$ cat src/common/max6682Pkg.sv
package max6682Pkg;

  // ----------------------------------------------------------
  // Frame and temperature format.
  // ----------------------------------------------------------
  localparam int ByteWidth  = 8;
  localparam int FrameWidth = 2 * ByteWidth;
  localparam int TempWidth  = 11;                    // Signed, 0.125 degree steps.
  localparam int TempLsbPos = 5;                     // Frame bits 15 to 5 hold the reading.

  // ----------------------------------------------------------
  // Timing.
  // ----------------------------------------------------------
  localparam int SclkHalfPeriod = 4;                 // System clocks per SCLK half period.
  localparam int SamplePeriod   = 600;               // System clocks between sample requests.

  localparam int HalfCntWidth   = $clog2(SclkHalfPeriod);
  localparam int BitCntWidth    = $clog2(ByteWidth);
  localparam int SampleCntWidth = $clog2(SamplePeriod);

  typedef logic [ByteWidth-1:0] spiByteT;
  typedef logic signed [TempWidth-1:0] tempT;

  typedef enum logic [2:0]
  {
    Idle,
    Write1,
    Write2,
    Wait,
    Read1,
    Read2
  } fsmStateT;

endpackage

$ cat src/common/spiByteIf.sv
interface spiByteIf;
  import max6682Pkg::*;

  logic    write;                                    // One cycle push into the TX queue.
  spiByteT txData;
  logic    readNext;                                 // One cycle pop of the RX queue.
  spiByteT rxData;                                   // Head of the RX queue.
  logic    transmission;                             // A byte is queued or shifting.

  modport ctrl
  (
    output write,
    output txData,
    output readNext,
    input  rxData,
    input  transmission
  );

  modport engine
  (
    input  write,
    input  txData,
    input  readNext,
    output rxData,
    output transmission
  );

endinterface

$ cat src/hw/spiMaster/spiMaster.sv
module spiMaster (
  input  logic     Clk_i,
  input  logic     rst_i,
  spiByteIf.engine spi,
  input  logic     miso_i,
  output logic     sclk_o,
  output logic     mosi_o
);
  import max6682Pkg::*;

  spiByteT                 txQueue [2];
  logic                    txWrPtr;
  logic                    txRdPtr;
  logic [1:0]              txCount;
  logic                    txPush;
  logic                    txPop;

  spiByteT                 rxQueue [2];
  logic                    rxWrPtr;
  logic                    rxRdPtr;
  logic [1:0]              rxCount;
  logic                    rxPush;
  logic                    rxPop;

  logic                    busy;
  logic                    sclkReg;
  logic [HalfCntWidth-1:0] halfCnt;
  logic [BitCntWidth-1:0]  bitCnt;
  spiByteT                 shiftReg;
  logic                    misoBit;
  logic                    halfEnd;
  logic                    byteEnd;
  logic                    loadByte;
  spiByteT                 nextByte;

  // ----------------------------------------------------------
  // Queue control.
  // ----------------------------------------------------------
  assign halfEnd  = busy && (halfCnt == HalfCntWidth'(SclkHalfPeriod - 1));
  assign byteEnd  = halfEnd && sclkReg && (bitCnt == BitCntWidth'(ByteWidth - 1));
  assign loadByte = (!busy || byteEnd) && ((txCount != 2'd0) || spi.write);

  // An empty queue lets a pushed byte go straight into the shifter.
  assign nextByte = (txCount != 2'd0) ? txQueue[txRdPtr] : spi.txData;
  assign txPop    = loadByte && (txCount != 2'd0);
  assign txPush   = spi.write && !(loadByte && (txCount == 2'd0));

  assign rxPush   = byteEnd;
  assign rxPop    = spi.readNext && (rxCount != 2'd0);

  assign spi.rxData       = rxQueue[rxRdPtr];
  assign spi.transmission = busy || (txCount != 2'd0);

  always_ff @(posedge Clk_i)
  begin
    if (txPush)
    begin
      txQueue[txWrPtr] <= spi.txData;
    end
    if (rxPush)
    begin
      rxQueue[rxWrPtr] <= {shiftReg[ByteWidth-2:0], misoBit};
    end
  end

  always_ff @(posedge Clk_i)
  begin
    if (rst_i)
    begin
      txWrPtr <= 1'b0;
      txRdPtr <= 1'b0;
      txCount <= 2'd0;
      rxWrPtr <= 1'b0;
      rxRdPtr <= 1'b0;
      rxCount <= 2'd0;
    end
    else
    begin
      if (txPush)
      begin
        txWrPtr <= ~txWrPtr;
      end
      if (txPop)
      begin
        txRdPtr <= ~txRdPtr;
      end
      if (rxPush)
      begin
        rxWrPtr <= ~rxWrPtr;
      end
      if (rxPop)
      begin
        rxRdPtr <= ~rxRdPtr;
      end
      txCount <= txCount + {1'b0, txPush} - {1'b0, txPop};
      rxCount <= rxCount + {1'b0, rxPush} - {1'b0, rxPop};
    end
  end

  // ----------------------------------------------------------
  // Shift engine, mode 0, MSB first.
  // ----------------------------------------------------------
  always_ff @(posedge Clk_i)
  begin
    if (rst_i)
    begin
      busy    <= 1'b0;
      sclkReg <= 1'b0;
      halfCnt <= '0;
      bitCnt  <= '0;
    end
    else if (loadByte)
    begin
      busy    <= 1'b1;
      sclkReg <= 1'b0;
      halfCnt <= '0;
      bitCnt  <= '0;
    end
    else if (byteEnd)
    begin
      busy    <= 1'b0;
      sclkReg <= 1'b0;
    end
    else if (halfEnd)
    begin
      sclkReg <= ~sclkReg;
      halfCnt <= '0;
      if (sclkReg)
      begin
        bitCnt <= bitCnt + 1'b1;                     // Falling edge ends a bit.
      end
    end
    else if (busy)
    begin
      halfCnt <= halfCnt + 1'b1;
    end
  end

  always_ff @(posedge Clk_i)
  begin
    if (loadByte)
    begin
      shiftReg <= nextByte;
    end
    else if (halfEnd && sclkReg)
    begin
      shiftReg <= {shiftReg[ByteWidth-2:0], misoBit}; // MOSI moves on the falling edge.
    end
    if (halfEnd && !sclkReg)
    begin
      misoBit <= miso_i;                             // Sample on the rising edge.
    end
  end

  assign sclk_o = sclkReg;
  assign mosi_o = busy && shiftReg[ByteWidth-1];

endmodule

$ cat src/hw/max6682Fsm.sv
module max6682Fsm (
  input  logic                Clk_i,
  input  logic                rst_i,
  input  logic                start_i,
  spiByteIf.ctrl              spi,
  output logic                csN_o,
  output logic                done_o,
  output max6682Pkg::spiByteT byteHigh_o,
  output max6682Pkg::spiByteT byteLow_o
);
  import max6682Pkg::*;

  fsmStateT state;
  fsmStateT nextState;
  logic     captureHigh;
  logic     captureLow;

  always_ff @(posedge Clk_i)
  begin
    if (rst_i)
    begin
      state <= Idle;
    end
    else
    begin
      state <= nextState;
    end
  end

  // ----------------------------------------------------------
  // Frame sequence.
  // ----------------------------------------------------------
  always_comb
  begin
    nextState    = state;
    csN_o        = 1'b1;
    spi.write    = 1'b0;
    spi.readNext = 1'b0;
    captureHigh  = 1'b0;
    captureLow   = 1'b0;
    done_o       = 1'b0;
    case (state)
      Idle:
      begin
        if (start_i)
        begin
          nextState = Write1;
          csN_o     = 1'b0;
          spi.write = 1'b1;
        end
      end
      Write1:
      begin
        nextState = Write2;
        csN_o     = 1'b0;
        spi.write = 1'b1;
      end
      Write2:
      begin
        nextState = Wait;
        csN_o     = 1'b0;
      end
      Wait:
      begin
        csN_o = 1'b0;
        if (!spi.transmission)
        begin
          nextState    = Read1;
          spi.readNext = 1'b1;
          captureHigh  = 1'b1;
        end
      end
      Read1:
      begin
        nextState    = Read2;
        csN_o        = 1'b0;
        spi.readNext = 1'b1;
        captureLow   = 1'b1;
      end
      Read2:
      begin
        done_o = 1'b1;
        if (start_i)
        begin
          nextState = Write1;                        // Back to back frame.
          csN_o     = 1'b0;
          spi.write = 1'b1;
        end
        else
        begin
          nextState = Idle;
        end
      end
      default:
      begin
        nextState = Idle;
      end
    endcase
  end

  assign spi.txData = '0;                            // The sensor ignores MOSI.

  always_ff @(posedge Clk_i)
  begin
    if (captureHigh)
    begin
      byteHigh_o <= spi.rxData;
    end
    if (captureLow)
    begin
      byteLow_o <= spi.rxData;
    end
  end

endmodule

$ cat src/hw/tempMonitor.sv
module tempMonitor (
  input  logic                Clk_i,
  input  logic                rst_i,
  input  logic                enable_i,
  input  max6682Pkg::tempT    threshold_i,
  input  logic                done_i,
  input  max6682Pkg::spiByteT byteHigh_i,
  input  max6682Pkg::spiByteT byteLow_i,
  output logic                start_o,
  output max6682Pkg::tempT    temp_o,
  output logic                tempValid_o,
  output logic                alarm_o
);
  import max6682Pkg::*;

  logic [SampleCntWidth-1:0] timer;
  logic                      tick;
  logic                      request;
  logic [FrameWidth-1:0]     frame;
  tempT                      newTemp;

  // ----------------------------------------------------------
  // Sample interval and request.
  // ----------------------------------------------------------
  assign tick = enable_i && (timer == SampleCntWidth'(SamplePeriod - 1));

  always_ff @(posedge Clk_i)
  begin
    if (rst_i || !enable_i || tick)
    begin
      timer <= '0;
    end
    else
    begin
      timer <= timer + 1'b1;
    end
  end

  // Start drops in the done cycle so the FSM returns to Idle.
  assign start_o = request && !done_i;

  // ----------------------------------------------------------
  // Reading and alarm.
  // ----------------------------------------------------------
  assign frame   = {byteHigh_i, byteLow_i};
  assign newTemp = frame[FrameWidth-1:TempLsbPos];   // Low five frame bits are dropped.

  always_ff @(posedge Clk_i)
  begin
    if (rst_i)
    begin
      request     <= 1'b0;
      tempValid_o <= 1'b0;
      alarm_o     <= 1'b0;
    end
    else
    begin
      request     <= tick || (request && !done_i);   // A tick while pending merges.
      tempValid_o <= done_i;
      if (done_i)
      begin
        alarm_o <= newTemp > threshold_i;            // Both operands are signed.
      end
    end
  end

  always_ff @(posedge Clk_i)
  begin
    if (done_i)
    begin
      temp_o <= newTemp;
    end
  end

endmodule

$ cat src/hw/max6682Reader.sv
module max6682Reader (
  input  logic             Clk_i,
  input  logic             rst_i,
  input  logic             enable_i,
  input  max6682Pkg::tempT threshold_i,
  input  logic             miso_i,
  output logic             csN_o,
  output logic             sclk_o,
  output logic             mosi_o,
  output max6682Pkg::tempT temp_o,
  output logic             tempValid_o,
  output logic             alarm_o
);
  import max6682Pkg::*;

  logic    frameStart;
  logic    frameDone;
  spiByteT byteHigh;
  spiByteT byteLow;

  spiByteIf spiBus ();

  spiMaster spiMasterInst (
    .Clk_i  (Clk_i),
    .rst_i  (rst_i),
    .spi    (spiBus.engine),
    .miso_i (miso_i),
    .sclk_o (sclk_o),
    .mosi_o (mosi_o)
  );

  max6682Fsm fsmInst (
    .Clk_i      (Clk_i),
    .rst_i      (rst_i),
    .start_i    (frameStart),
    .spi        (spiBus.ctrl),
    .csN_o      (csN_o),
    .done_o     (frameDone),
    .byteHigh_o (byteHigh),
    .byteLow_o  (byteLow)
  );

  tempMonitor monitorInst (
    .Clk_i       (Clk_i),
    .rst_i       (rst_i),
    .enable_i    (enable_i),
    .threshold_i (threshold_i),
    .done_i      (frameDone),
    .byteHigh_i  (byteHigh),
    .byteLow_i   (byteLow),
    .start_o     (frameStart),
    .temp_o      (temp_o),
    .tempValid_o (tempValid_o),
    .alarm_o     (alarm_o)
  );

endmodule

$ cat config.mk
export PLATFORM = sky130hd
export DESIGN_NAME = max6682Reader
export DESIGN_NICKNAME = d
export VERILOG_FILES = /design/src/common/max6682Pkg.sv /design/src/common/spiByteIf.sv /design/src/hw/spiMaster/spiMaster.sv /design/src/hw/max6682Fsm.sv /design/src/hw/tempMonitor.sv /design/src/hw/max6682Reader.sv
export SDC_FILE = /design/constraint.sdc
export NUM_CORES = 1
export LEC_CHECK = 0
export ABC_CLOCK_PERIOD_IN_PS = 3050
export BUFFER_PORTS_ARGS = -buffer_cell sky130_fd_sc_hd__buf_2
export CAP_MARGIN = 40
export CORE_UTILIZATION = 40
export DETAILED_ROUTE_END_ITERATION = 7
export SLEW_MARGIN = 20
export SYNTH_ARGS = -nofsm -noshare
export SYNTH_HDL_FRONTEND = slang
export SYNTH_SLANG_ARGS = --single-unit
$ cat constraint.sdc
create_clock -name Clk_i -period 3.05 [get_ports Clk_i]
set_input_delay 0.915 -clock Clk_i [delete_from_list [all_inputs] [get_ports Clk_i]]
set_output_delay 0.915 -clock Clk_i [all_outputs]
set_load 0.01 [all_outputs]
-- Word-level counts from Yosys, hierarchy flattened
Memory sizes are Yosys's and may differ from the RTL's. A register that Yosys moved wholly into a read port is not among the register bits.
Index checks and enable logic that the tools add are counted.
Widths: inputs -> output; s select.
- add/subtract/negate cells: 7
- $lt $le $gt $ge: 1
- equal/unequal tests: 10
- muxes and demuxes: 24
- bitwise operators: 4
- reductions and logical operators: 37
- operator list (operator ; number):
    $mux 8 ; 3
    $pmux 3 s6 ; 1
    $mux 1 ; 13
    $logic_and 1x1->1 ; 12
    $gt 11x11->1 ; 1
    $add 10x1->10 const B ; 1
    $eq 10x10->1 const B ; 1
    $reduce_bool 2->1 ; 5
    $eq 3x3->1 const B ; 3
    $eq 3x2->1 const B ; 2
    $logic_or 1x1->1 ; 6
    $mux 3 ; 2
    $pmux 1 s2 ; 3
    $logic_not 1->1 ; 5
    $add 2x1->2 ; 2
    $mux 2 ; 2
    $ne 2x2->1 const B ; 2
    $not 1->1 ; 4
    $reduce_and 2->1 ; 2
    $reduce_or 2->1 ; 2
    $reduce_or 4->1 ; 1
    $sub 2x1->2 ; 2
    $add 3x1->3 const B ; 1
    $eq 3x1->1 const B ; 1
    other kinds (6) ; 6
- flip-flop bits (word level): 65
- bits in writable memories: 16
- output and inout bits: 16
- memories kept: 1
- memory list (name ; words ; width ; rd ports ; clocked after memory_dff ; write ports ; RTL line ; RTL):
    spiMasterInst.rxQueue ; 2 ; 8 ; 1 ; 1 ; 1 ; spiMaster.sv:18 ; spiByteT rxQueue [2];

-- Longest topological paths before layout
- depth after elaboration: 13
- gate-level depth with buffers: 11

-- By module
Synthesis repeated with hierarchy kept, for this count alone.
- cells, all modules: 327
- area total of the unflattened synthesis: 4341.7 µm²
- modules (own cells, without submodules) (module ; instances ; cells an instance ; area each (µm²) ; sequential area each (µm²)):
    spiMaster ; 1 ; 172 ; 2454.9 ; 1571.5
    tempMonitor ; 1 ; 106 ; 1136.1 ; 590.6
    max6682Fsm ; 1 ; 49 ; 750.7 ; 540.5

-- Worst setup path after synthesis
No wires, ideal clock.
- kind: register to register
- from: register spiMasterInst.busy
- to: register spiMasterInst.rxCount[1]
- arrival: 2.077 ns
- setup slack: 0.845 ns
- cell stages (with the launch flop): 10
- buffers on the path: 0
- path through: dfxtp_1 > or3_4 > nor3_4 > o22a_4 > ha_1 > inv_1 > ha_1 > xor2_1 > xnor2_1 > nor2_1
- word-level cells in the longest chain between the ends: 5
- elaborated cells between the ends (all ways): 9
- RTL lines (what ; RTL line ; RTL):
    start, declared ; spiMaster.sv:25 ; logic busy;
    start signal, assigned ; spiMaster.sv:107 ; busy <= 1'b0;
    start signal, assigned ; spiMaster.sv:114 ; busy <= 1'b1;
    start signal, assigned ; spiMaster.sv:121 ; busy <= 1'b0;
    $logic_or 1x1->1 ; spiMaster.sv:52 ; assign spi.transmission = busy || (txCount != 2'd0);
    $mux 1 ; max6682Fsm.sv:66 ; if (!spi.transmission)
    $pmux 1 s2 ; max6682Fsm.sv:42 ; case (state)
    $logic_and 1x1->1 ; spiMaster.sv:49 ; assign rxPop = spi.readNext && (rxCount != 2'd0);
    via spiMasterInst.rxPop ; spiMaster.sv:23 ; logic rxPop;
    $sub 2x1->2 ; spiMaster.sv:96 ; rxCount <= rxCount + {1'b0, rxPush} - {1'b0, rxPop};
    end signal, assigned ; spiMaster.sv:96 ;
    end, declared ; spiMaster.sv:21 ; logic [1:0] rxCount;
The timed path passes the listed nets, and every way through them passes these cells.
A chain may end at the register's enable or synchronous reset.

-- Worst setup path after layout
- from: register fsmInst.state[1]
- to: output port csN_o
- word-level cells in the longest chain between the ends: 6
- elaborated cells between the ends (all ways): 13
- RTL lines (what ; RTL line ; RTL):
    start, declared ; max6682Fsm.sv:13 ; fsmStateT state;
    start signal, assigned ; max6682Fsm.sv:22 ; state <= Idle;
    start signal, assigned ; max6682Fsm.sv:26 ; state <= nextState;
    $eq 3x3->1 ; max6682Fsm.sv:42 ;
    $mux 1 ; max6682Fsm.sv:42 ;
    $logic_not 1->1 ; tempMonitor.sv:40 ; assign start_o = request && !done_i;
    $logic_and 1x1->1 ; tempMonitor.sv:40 ;
    $mux 1 ; max6682Fsm.sv:45, max6682Fsm.sv:83 ;
    $pmux 1 s2 (*) ; max6682Fsm.sv:42 ;
    end, declared ; max6682Reader.sv:7 ; output logic csN_o,
Mark *: on every way between the ends. The rest lies on a longest branch, timed or not.

==> run_results.csv <==
group,metric,value,unit
outcome,outcome,"finished clean",
sta,ratio_of_final_minimum_period_to_clock_period,76.5,%
yosys,synth_xor_xnor_area_share,4.09,%
cells_and_area,nNetsFinal,328,
clock_network,cts_setup_buffers,0,
cells_and_area,layout.area.seq,0.00201,sq mm
clock_network,cts-buffers-inserted,9,
power_and_ir_drop,power_report.internal_total,0.00173,W
sta,max_freq,429,MHz
yosys,synth_cells,256,
sta,worst_slew_pin_tran,0.681,ns
cells_and_area,num_antenna_cells,0,
clock_network,worst_setup_hold_path_clk_slew,0.08,ns
global_route,first_pass_grt_wire_length,8630,um
route,starting_drc_count_in_detailed_routing,67,
power_and_ir_drop,p_switching,0.000600,W
global_route,groute.usage.overall,13.4,%
yosys,simple_gate_share_of_the_synthesized_area,13.7,%
power_and_ir_drop,leakagePower,1.46,nW
sta,timing.clock.skew,0.0111,ns
power_and_ir_drop,worst_ir_drop_vdd,0.349,mV
route,vias,1903,
route,number_of_routed_nets_with_antenna_violations,0,
power_and_ir_drop,sequentialPowerShare,54.8,%
setup_path,end_kind,"output pin",
place,port_bufs,30,
cells_and_area,n_fill_cell,696,
yosys,largest_family_of_logic_cells_by_synthesized_area,"simple AND/OR/NAND/NOR gates",
route,detail_route.vias_per_cell,4.75,
setup_path,start_kind,"flip-flop",
floorplan,die_w,91.6,um
min_path,worstHoldPathType,"flip-flop to flip-flop",
sta,timing.max_slew.rel_slack,54.4,%
clock_network,clkLatencyLatePin,0.35,ns
floorplan,design.portCount,31,
place,gpl.final_weighted_congestion,0.741,
setup_path,cp.required,2.13,ns
clock_network,cts.hold.buffers_added,0,
sta,final.min_clock_period,2.33,ns
floorplan,placeableCoreArea,0.00773,sq mm
yosys,yosys.area_share.adder,7.40,%
yosys,synth-compound-area-share,4.68,%
sta,slew_viol_final,0,
setup_path,critical_path.max_fanout,7,
sta,rsz_0062_raised_after_global_routing,"false",
cells_and_area,multi_input_comb_area,0.00110,sq mm
yosys,syn-cell-area,0.00321,sq mm
floorplan,floorplan.die.height,91.6,um
setup_path,crit_type,"flip-flop to output pin",
sta,final-hold-violation-count,0,
run,max_cap_viol_count,0,
global_route,vias_in_the_first_global_route,1893,
yosys,yosys-mux-area-fraction,4.40,%
clock_network,root_buffer,"sky130_fd_sc_hd__clkbuf_8",
floorplan,fp-row-count,32,
yosys,register_area_share_after_synthesis,62.7,%
power_and_ir_drop,swShare,25.7,%
yosys,avgSynthCellArea,12.5,sq um
yosys,synth.distinct_cells,38,
floorplan,effective_utilization_at_floorplan,41.5,%
route,drt-total-wl,4890,um
sta,final-setup-viol-count,0,
global_route,grt_max_degree,23,
yosys,synth_seq_cells,77,
clock_network,maximum_level_of_the_cts_h_tree,3,
route,wire_length_per_cell_after_detailed_routing,12.2,um
clock_network,total_clock_sinks,77,
place,hpwlAfterDp,3420,um
cells_and_area,drive_above_1_share,20.1,%
clock_network,post_cts_resized,0,
power_and_ir_drop,fin_total_pwr,0.00233,W
global_route,global_route.overflow_total,0,
global_route,grt_antenna_before_repair,0,
cells_and_area,area_delta_synth_final,14.4,%
power_and_ir_drop,combPwrFrac,13.2,%
sta,setup_total_negative_slack,0,ns
clock_network,cts.path.max_buffers,2,
power_and_ir_drop,power.density,635,mW/mm^2
yosys,yosys_warnings,0,
route,detail_route.first_pass.iterations,4,
clock_network,tritoncts_clock_tree,"yes",
yosys,syn_nets,290,
floorplan,die_area,0.00839,sq mm
power_and_ir_drop,power.clock.fraction,32.0,%
route,post-route-drc-count,0,
setup_path,crit_arrival,1.42,ns
setup_path,slack_of_the_worst_reg_to_reg_path,0.82,ns
==> worst max-delay path, stage by stage (launching register included) <==
cell and delay [ns]:
sky130_fd_sc_hd__dfxtp_1 0.37, sky130_fd_sc_hd__nor2_1 0.22, sky130_fd_sc_hd__mux2_2 0.36, sky130_fd_sc_hd__buf_2 0.14
==> layout by cell type (no fill, tap or decap), drive strengths merged, types with 5 or more instances in the layout <==
cell / n
xor2: 9
nand2: 11
mux2: 9
nand4: 5
nor3: 7
nand3: 8
buf: 31
edfxtp: 47
dfxtp: 30
and2: 12
a21oi: 10
clkbuf: 11
nor2: 25
inv: 22
ha: 19
xnor2: 6
==> layout make-up <==
class	instances	area share [%]
sequential	77	54.8
timing repair buffer	32	4.50
inverter	21	2.15
tap	102	3.47
clock inverter	6	1.70
clock buffer	10	3.47
multi-input combinational	153	29.9
==> power groups by stage <==
| stage | registers [W] | logic [W] | clock network (W) |
|---|---|---|---|
| 2_1_floorplan | 0.00128 | 0.000238 | 0 |
| 3_3_place_gp | 0.00130 | 0.000300 | 0 |
| 3_5_place_dp | 0.00130 | 0.000303 | 0 |
| 4_1_cts | 0.00128 | 0.000305 | 0.000772 |
| 5_1_grt | 0.00129 | 0.000360 | 0.000815 |
| 6_report | 0.00128 | 0.000309 | 0.000747 |
==> cells by family (layout without fill, tap and decap cells) <==
family	count (synthesis)	count (layout)
AOI/OAI and AO/OA	23	23
xor gates and xnor gates	15	15
adders and majority gates	19	19
buffers and inverters	26	69
DFF	77	77
muxes	13	13
and+or+nand+nor	83	83
==> registers in the layout (all words and copies together), names as in the netlist, named ones only <==
register,count
spiMasterInst.bitCnt,3
spiMasterInst.rxRdPtr,1
spiMasterInst.shiftReg,8
spiMasterInst.sclk_o,1
spiMasterInst.rxWrPtr,1
spiMasterInst.rxQueue,16
fsmInst.state,3
spiMasterInst.txCount,2
spiMasterInst.halfCnt,2
spiMasterInst.misoBit,1
monitorInst.tempValid_o,1
spiMasterInst.rxCount,2
fsmInst.byteLow_o,3
monitorInst.alarm_o,1
monitorInst.timer,10
monitorInst.request,1
spiMasterInst.busy,1
fsmInst.byteHigh_o,8
monitorInst.temp_o,11
==> layer usage <==
layer  routed length [um]  global-route usage [%]
met1                 2430                    17.0
met2                 2150                    20.1
met3                  213                    5.53
met4                   88                    5.56
met5                    0                       0
==> cells in the mapped netlist <==
cell | instances | area share (%)
sky130_fd_sc_hd__o21ai_0 | 4 | 0.62
sky130_fd_sc_hd__ha_1 | 19 | 7.4
sky130_fd_sc_hd__dfxtp_1 | 30 | 19
sky130_fd_sc_hd__o2111ai_1 | 1 | 0.27
sky130_fd_sc_hd__or2_0 | 1 | 0.19
sky130_fd_sc_hd__clkbuf_1 | 4 | 0.47
sky130_fd_sc_hd__mux2i_1 | 4 | 1.2
sky130_fd_sc_hd__and2_2 | 2 | 0.47
sky130_fd_sc_hd__nand3_1 | 8 | 1.2
sky130_fd_sc_hd__a21o_1 | 2 | 0.47
sky130_fd_sc_hd__nor3_4 | 1 | 0.51
sky130_fd_sc_hd__a211oi_1 | 1 | 0.23
sky130_fd_sc_hd__a221oi_1 | 1 | 0.27
sky130_fd_sc_hd__nand3b_1 | 3 | 0.70
sky130_fd_sc_hd__nor2b_1 | 2 | 0.39
sky130_fd_sc_hd__nand4_1 | 5 | 0.97
sky130_fd_sc_hd__nor4bb_1 | 1 | 0.31
sky130_fd_sc_hd__a21oi_1 | 10 | 1.6
sky130_fd_sc_hd__a31oi_1 | 1 | 0.19
sky130_fd_sc_hd__edfxtp_1 | 47 | 44
sky130_fd_sc_hd__and2_0 | 1 | 0.19
sky130_fd_sc_hd__o31ai_1 | 1 | 0.23
sky130_fd_sc_hd__xor2_1 | 9 | 2.5
sky130_fd_sc_hd__and2_1 | 9 | 1.8
sky130_fd_sc_hd__nor2_1 | 25 | 2.9
sky130_fd_sc_hd__nand2_1 | 11 | 1.3
sky130_fd_sc_hd__inv_1 | 21 | 2.5
sky130_fd_sc_hd__nor4_1 | 1 | 0.19
sky130_fd_sc_hd__nor3_1 | 6 | 0.94
sky130_fd_sc_hd__or3_4 | 1 | 0.35
sky130_fd_sc_hd__and3_1 | 3 | 0.58
sky130_fd_sc_hd__a211o_1 | 1 | 0.27
sky130_fd_sc_hd__xnor2_1 | 6 | 1.6
sky130_fd_sc_hd__buf_2 | 1 | 0.16
sky130_fd_sc_hd__mux2_2 | 9 | 3.2
sky130_fd_sc_hd__o22a_4 | 1 | 0.55
sky130_fd_sc_hd__nor3b_1 | 2 | 0.47
sky130_fd_sc_hd__or3_1 | 1 | 0.19
==> stage by stage <==
stage	instances	hold slack [ns]	utilization, %	cell area (sq um)	setup slack, ns
after floorplan	256	0.413	-	3210	0.845
after detailed placement	384	0.432	45.0	3480	0.707
after CTS	400	0.445	47.4	3670	0.710
final	401	0.452	47.5	3670	0.718
after global placement	384	0.427	45.0	3480	0.752
after global routing	401	0.482	47.5	3670	0.617
==> path summary, 6_finish.rpt <==
kind                            depth (start not counted)                  endpoint                 start
worst max-delay path                                    3                     csN_o      fsmInst.state[1]
worst min-delay path                                    1      monitorInst.timer[0]  monitorInst.timer[0]
worst min register to register                          1      monitorInst.timer[0]  monitorInst.timer[0]
worst max register to register                         10  spiMasterInst.rxCount[1]    spiMasterInst.busy
No activity file was read; power rests on OpenSTA's default activity.
